<file path="src/ooo_defs.svh">
`ifndef OOO_DEFS_SVH
`define OOO_DEFS_SVH

// datapath widths
`define OOO_DATA_W 32
`define OOO_ADDR_W 32
`define OOO_IMM_W 32

// opcode field
`define OOO_OP_W 5

// nick width fixes the station size, slot 0 never holds an entry
`define OOO_NICK_W 4
`define OOO_RS_NUM (1 << `OOO_NICK_W)

// store/load buffer
`define OOO_SLB_NUM 4
`define OOO_SLB_PTR_W 2

// word data memory
`define OOO_MEM_WORDS 64
`define OOO_MEM_AW 6

`endif

</file>
<file path="src/ooo_pkg.sv">
`include "ooo_defs.svh"

package ooo_pkg;

    typedef logic [`OOO_DATA_W-1:0] data_t;
    typedef logic [`OOO_ADDR_W-1:0] addr_t;
    typedef logic [`OOO_IMM_W-1:0]  imm_t;
    typedef logic [`OOO_NICK_W-1:0] nick_t;

    typedef enum logic [`OOO_OP_W-1:0] {
        ADD,
        SUB,
        AND,
        OR,
        XOR,
        SLL,
        SRL,
        SLT,
        ADDI,
        LUI,
        AUIPC,
        // memory ops go to the buffer
        LW,
        SW
    } op_e;

    // head of the store/load buffer
    typedef enum logic [1:0] {
        IDLE,
        WAIT_OPS,
        ACCESS
    } slb_state_e;

endpackage

</file>
<file path="src/alu_unit.sv">
`timescale 1ns/100ps

module alu_unit import ooo_pkg::*; (
    input  logic  clk,
    input  logic  rst,
    input  logic  rdy,
    input  logic  clr,
    input  logic  ex_issue_en,
    input  op_e   ex_op,
    input  addr_t ex_pc,
    input  imm_t  ex_imm,
    input  nick_t ex_rd_nick,
    input  data_t ex_rs1_dt,
    input  data_t ex_rs2_dt,
    output logic  ex_en,
    output nick_t ex_nick,
    output data_t ex_dt
);

    data_t result;

    always_comb begin
        case (ex_op)
            ADD:     result = ex_rs1_dt + ex_rs2_dt;
            SUB:     result = ex_rs1_dt - ex_rs2_dt;
            AND:     result = ex_rs1_dt & ex_rs2_dt;
            OR:      result = ex_rs1_dt | ex_rs2_dt;
            XOR:     result = ex_rs1_dt ^ ex_rs2_dt;
            SLL:     result = ex_rs1_dt << ex_rs2_dt[4:0];
            SRL:     result = ex_rs1_dt >> ex_rs2_dt[4:0];
            SLT:     result = data_t'($signed(ex_rs1_dt) < $signed(ex_rs2_dt));
            ADDI:    result = ex_rs1_dt + data_t'(ex_imm);
            LUI:     result = data_t'(ex_imm);
            AUIPC:   result = data_t'(ex_pc + addr_t'(ex_imm));
            default: result = '0;
        endcase
    end

    // one-cycle broadcast strobe
    always_ff @(posedge clk) begin
        if (rst || clr) begin
            ex_en <= 1'b0;
        end else if (rdy) begin
            ex_en <= ex_issue_en;
        end
    end

    always_ff @(posedge clk) begin
        if (rdy && ex_issue_en) begin
            ex_nick <= ex_rd_nick;
            ex_dt   <= result;
        end
    end

    // loads and stores belong to the buffer, never to this unit
    a_issue_not_mem: assert property (@(posedge clk) disable iff (rst)
        ex_issue_en |-> !(ex_op inside {LW, SW}));

endmodule

</file>
<file path="config.mk">
export PLATFORM = sky130hd
export DESIGN_NAME = alu_unit
export DESIGN_NICKNAME = d
export VERILOG_FILES = /design/src/ooo_pkg.sv /design/src/alu_unit.sv
export VERILOG_INCLUDE_DIRS = /design/src
export SDC_FILE = /design/constraint.sdc
export NUM_CORES = 1
export LEC_CHECK = 0
export BUFFER_PORTS_ARGS = -buffer_cell sky130_fd_sc_hd__buf_4
export CORE_AREA = 2 2 165 247
export CTS_CLUSTER_DIAMETER = 30
export DETAILED_ROUTE_END_ITERATION = 8
export DIE_AREA = 0 0 167 249
export PLACE_DENSITY_LB_ADDON = 0.1
export SLEW_MARGIN = 5
export SYNTH_ARGS = -nofsm -noshare
export SYNTH_HDL_FRONTEND = slang
export SYNTH_SLANG_ARGS = --single-unit
</file>
<file path="constraint.sdc">
create_clock -name clk -period 5.9 [get_ports clk]
set_input_delay 1.18 -clock clk [delete_from_list [all_inputs] [get_ports clk]]
set_output_delay 1.18 -clock clk [all_outputs]
set_load 0.005 [all_outputs]
</file>
---- After elaboration in Yosys (flattened, before gate mapping) ----
Cells that the tools add are included.
storage, ports and cells
  flip-flop bits (word level) ............. 37
  input port bits ......................... 142
  output and inout port bits .............. 37
operators by class
  add/subtract/negate cells ............... 4
  magnitude comparators ................... 1
  equal/unequal tests ..................... 10
  shifts and indexed selects .............. 2
  muxes and demuxes ....................... 1
  bitwise operators ....................... 3
  reduce and logical (&&, ||, !) cells .... 3
operators by type and width
  kind                count
  $pmux 32 s11        1
  $add 32x32->32      3
  $and 32x32->32      1
  $lt 32x32->1        1
  $or 32x32->32       1
  $shl 32x5->32       1
  $shr 32x5->32       1
  $sub 32x32->32      1
  $xor 32x32->32      1
  $eq 5x3->1 const B  4
  $eq 5x4->1 const B  3
  $eq 5x2->1 const B  2
  $eq 5x1->1 const B  1
  $logic_not 5->1     1
  $logic_and 1x1->1   1
  $logic_or 1x1->1    1

---- Depth between registers and ports, before layout ----
  word-level depth ........................ 2
  depth in mapped cells ................... 17

---- Least setup slack after synthesis ----
Ideal clock, no wire load.
  path kind ............................... input port to flip-flop
  start ................................... input ex_op[0]
  end ..................................... register ex_dt[28] (data pin)
  arrival time ............................ 5299 ps
  path slack .............................. 329 ps
  stages on the path ...................... 17
  path through ............................ clkbuf_1 -> clkbuf_1 -> nor3_1 -> nand2_1 -> clkbuf_1 -> mux2_2 -> ha_1 -> fa_1 -> and3_1 -> o21ai_1 -> a31oi_1 -> o21ba_2 -> a31oi_1 -> o21ai_1 -> nand4_1 -> mux2i_1 -> or4_1
on the way
  cells in the longest elaborated chain, start to end .. 2
RTL lines
  element                                   line            RTL
  start: declaration                        alu_unit.sv:9   input op_e ex_op,
  $eq 5x4->1, or another cell as far along  alu_unit.sv:23  case (ex_op)
  $pmux 32 s11 (*)                          alu_unit.sv:23
  net result[28]                            alu_unit.sv:20  data_t result;
  end signal: assignment                    alu_unit.sv:51  ex_dt <= result;
  end: declaration                          alu_unit.sv:17  output data_t ex_dt
The timed path passes the listed nets; every way through them passes the cells marked *.
A chain may end at the register's enable or synchronous reset.

---- Worst setup path after layout ----
  start ................................... input ex_op[2]
  end ..................................... register ex_dt[17] (data pin)
The elaborated chain is that of the path after synthesis.

==> results.toml <==
[outcome]
outcome = "completed"

[cts]
clkSlewWorstSetupHoldPaths_ns = 0.07
clock_tree.buffer_depth = 2
tritoncts = "yes"
clock_sink_count = 37
numCtsBuffers = 5
cts.htree.levels = 2
postCtsHoldBufs = 0
clock_latency_ns = 0.31
cts_root_buf = "sky130_fd_sc_hd__clkbuf_16"
postCtsSetupRepairBufs = 0
post_cts_resized = 0

[critical_path]
critical_path_buf_inv_count = 2
crit_family = "compound AO/OA/AOI/OAI gates"
timing.critical_path.slowest_stage_cell = "sky130_fd_sc_hd__a221o_1"
endpoint_kind = "register"
worstPathCellList = "buf_4 > nand2b_1 > nor3_2 > nand2_2 > mux2_2 > ha_1 > and3_1 > a221oi_2 > o211ai_1 > a221o_1 > a21o_1 > a21o_1 > xor2_1 > a2111oi_0 > buf_4 > o21ai_1"
worstPathMaxFanout = 16
critPathRequiredTime_ns = 5.96
setup.worst_path.class = "input pin to register"
cp_slowest_stage_delay_ns = 0.49
worstSetupStartpointType = "input pin"
cp.arrival_ns = 5.31

[power_and_ir_drop]
power_density_mw_per_mm2 = 137.7
seqPwrFrac = 0.172
netSwitchingFraction = 0.5016
leakagePower_nw = 5.773
power_frac_clock = 0.162
net-switching-power_uw = 945.5
peak_supply_drop_mv = 0.09193
internal_power_summed_over_all_cells_uw = 939.6
pwr-share-comb = 0.666

[floorplan]
fp.dieArea_sq_mm = 0.04158
std_cell_rows = 89
starting_density_of_the_core = 0.2975
io_pins = 179
dieHeight_um = 249
die_width_um = 167
coreArea_sq_mm = 0.03931

[detailed_routing]
antenna_left = 0
drt_wl_total_mm = 64.46
drt_first_iter_violations = 1470
drtPass1Iterations = 6
detailroute.via_count = 13740
routed_wire_length_per_instance_um = 28.80
drt-vias-per-instance = 6.139
remaining_drc_errors = 0

[synth]
main_synth_ff_type = "sky130_fd_sc_hd__edfxtp_1"
yosys_warnings = 0
synthesis.instances = 1622
postSynthAreaPerCell_sq_um = 7.209
synthArstFlopShare = 0
yosysSeqAreaShare = 0.09416
synth_enable_flop_cells = 36
post_synthesis_cell_type_with_the_largest_combined_area = "sky130_fd_sc_hd__ha_1"
synth.cell_area_sq_mm = 0.01169
ys_ff_latch = 37
synthesis.nets = 1901
netlist-cell-type-count = 82
main_area_contributors_after_synthesis = "sky130_fd_sc_hd__ha_1 (14%), sky130_fd_sc_hd__edfxtp_1 (9.2%), sky130_fd_sc_hd__a21oi_1 (6.3%)"
synth_top_cell_area_share = 0.1434

[finish]
area_growth_pct = 17.03
layout_nets = 2015
final_layout_size_suffix_gt1_frac = 0.1813
layout.cells.most_common_list = "sky130_fd_sc_hd__buf_4 (217), sky130_fd_sc_hd__nor2_1 (151), sky130_fd_sc_hd__a21oi_1 (148)"
final_common_cell = "sky130_fd_sc_hd__buf_4"

[sta]
hold_viol_final = 0
worst_pin_slew_ns = 1.314
final.period_utilization = 0.8893
finalMaxSlewViolations = 0
rsz0062_at_grt = "no"
fin_setup_tns_ns = 0
headroom_to_the_max_slew_limit = 0.1016
final_critical_path_setup_slack_ns = 0.6531
finalWorstPathRequiredPeriod_ns = 5.247
final_setup_skew_ns = 0
report.final.setup_viol = 0
fmaxAchievable_mhz = 190.6

[grt]
grtUsageTotal = 0.2989
grt_pass1_vias = 13500
grt_antenna_before_repair = 2
gr-total-overflow = 0
grt_first_pass_wirelength_mm = 92.63
grt_start_max_net_pins = 77

[hold_path]
hold_path.class = "register to register"

[placement]
place.detailed.hpwl_mm = 51.86
globalplace.congestion = 1.007
preCtsSetupSlack_ns = 0.4269
place.port_buffers = 178

[run]
max_cap_viol_count = 0
-- cell families after synthesis --
logic type	count (synthesis)	synth area share
buffers and inverters	217	0.07180
multiplexers	120	0.1283
AO/OA/AOI/OAI	616	0.3484
flip-flops	37	0.09416
AND/OR/NAND/NOR	450	0.1752
XOR/XNOR	45	0.03370
adder cells (fa/ha/maj)	137	0.1485
-- power groups by stage --
stage	sequential, mW	combinational, mW	clock [mW]
2_1_floorplan	0.330	0.733	0
3_3_place_gp	0.330	1.23	0
3_5_place_dp	0.330	1.23	0
4_1_cts	0.324	1.23	0.309
5_1_grt	0.326	1.34	0.313
6_report	0.324	1.26	0.305
-- layer usage --
layer	GRT usage	up-vias	wire, um
met3	0.03416	203	3506
met1	0.3395	6560	24130
met2	0.5166	658	31180
met4	0.2131	2	5629
li1	-	6317	-
met5	0	-	13
-- flip-flops by register name (all words and copies together), names as in the netlist --
name and cells:
ex_nick 4, ex_en 1, ex_dt 32
-- synth_stat cells, types with 5 or more instances --
library cell,instances
sky130_fd_sc_hd__a211o_1,10
sky130_fd_sc_hd__o221ai_1,13
sky130_fd_sc_hd__a22oi_1,23
sky130_fd_sc_hd__a21o_1,27
sky130_fd_sc_hd__a2111oi_0,7
sky130_fd_sc_hd__o21ai_0,138
sky130_fd_sc_hd__xnor2_1,31
sky130_fd_sc_hd__a221oi_1,27
sky130_fd_sc_hd__or2_2,5
sky130_fd_sc_hd__nor4_1,12
sky130_fd_sc_hd__a21oi_1,148
sky130_fd_sc_hd__inv_1,102
sky130_fd_sc_hd__nor2b_1,11
sky130_fd_sc_hd__o31ai_1,12
sky130_fd_sc_hd__o22ai_1,16
sky130_fd_sc_hd__nor2_1,152
sky130_fd_sc_hd__o21a_1,9
sky130_fd_sc_hd__a31oi_1,10
sky130_fd_sc_hd__or3_1,10
sky130_fd_sc_hd__and2_1,8
sky130_fd_sc_hd__mux2_2,39
sky130_fd_sc_hd__clkbuf_1,80
sky130_fd_sc_hd__xor2_1,14
sky130_fd_sc_hd__mux4_2,20
sky130_fd_sc_hd__nand4_1,9
sky130_fd_sc_hd__o211ai_1,37
sky130_fd_sc_hd__nand2b_1,24
sky130_fd_sc_hd__o21bai_1,17
sky130_fd_sc_hd__buf_2,11
sky130_fd_sc_hd__ha_1,134
sky130_fd_sc_hd__mux2i_1,61
sky130_fd_sc_hd__a221o_1,6
sky130_fd_sc_hd__buf_1,17
sky130_fd_sc_hd__nor3_1,36
sky130_fd_sc_hd__and3_1,7
sky130_fd_sc_hd__o311ai_0,5
sky130_fd_sc_hd__o2111ai_1,10
sky130_fd_sc_hd__a211oi_1,40
sky130_fd_sc_hd__edfxtp_1,36
sky130_fd_sc_hd__o21ai_1,11
sky130_fd_sc_hd__nand2_1,135
sky130_fd_sc_hd__nand3_1,28
-- path summary, 6_finish.rpt --
path / from / to / slack, ns / depth (start not counted)
setup / recovery: ex_op[2] / ex_dt[17]$_DFFE_PP_ / 0.65 / 16
hold / removal: ex_en$_SDFFE_PP0P_ / ex_en$_SDFFE_PP0P_ / 0.52 / 2
setup reg to reg: ex_en$_SDFFE_PP0P_ / ex_en$_SDFFE_PP0P_ / 5.27 / 2
hold reg to reg: ex_en$_SDFFE_PP0P_ / ex_en$_SDFFE_PP0P_ / 0.52 / 2
-- worst register-to-register path: stages, from the launching register on --
cell                      delay (ns)
sky130_fd_sc_hd__dfxtp_1        0.33
sky130_fd_sc_hd__a21oi_1        0.06
sky130_fd_sc_hd__nor3_1         0.16
-- per-stage QoR --
step	instance area, sq um	hold WS [ns]	instances	total power [mW]	util
finish	13690	0.5177	2238	1.885	0.3482
global route	13690	0.5748	2238	1.981	0.3482
CTS	13680	0.5222	2237	1.865	0.3481
detailed placement	13550	0.5088	2229	1.555	0.3446
global placement	13550	0.5087	2229	1.559	0.3446
floorplan	11690	0.5046	1622	1.063	-
-- cell type report --
class                   instances  area [sq um]
fillers                      4251         25620
multi-input cells            1368          9788
repair buffers                217          1629
flip-flops and latches         37          1101
well taps                     500         625.6
inverters                     107         401.6
clock buffers                   7         132.6
clock inverters                 1         5.005
diodes                          1         2.502
Power figures use the tool's default switching activity.
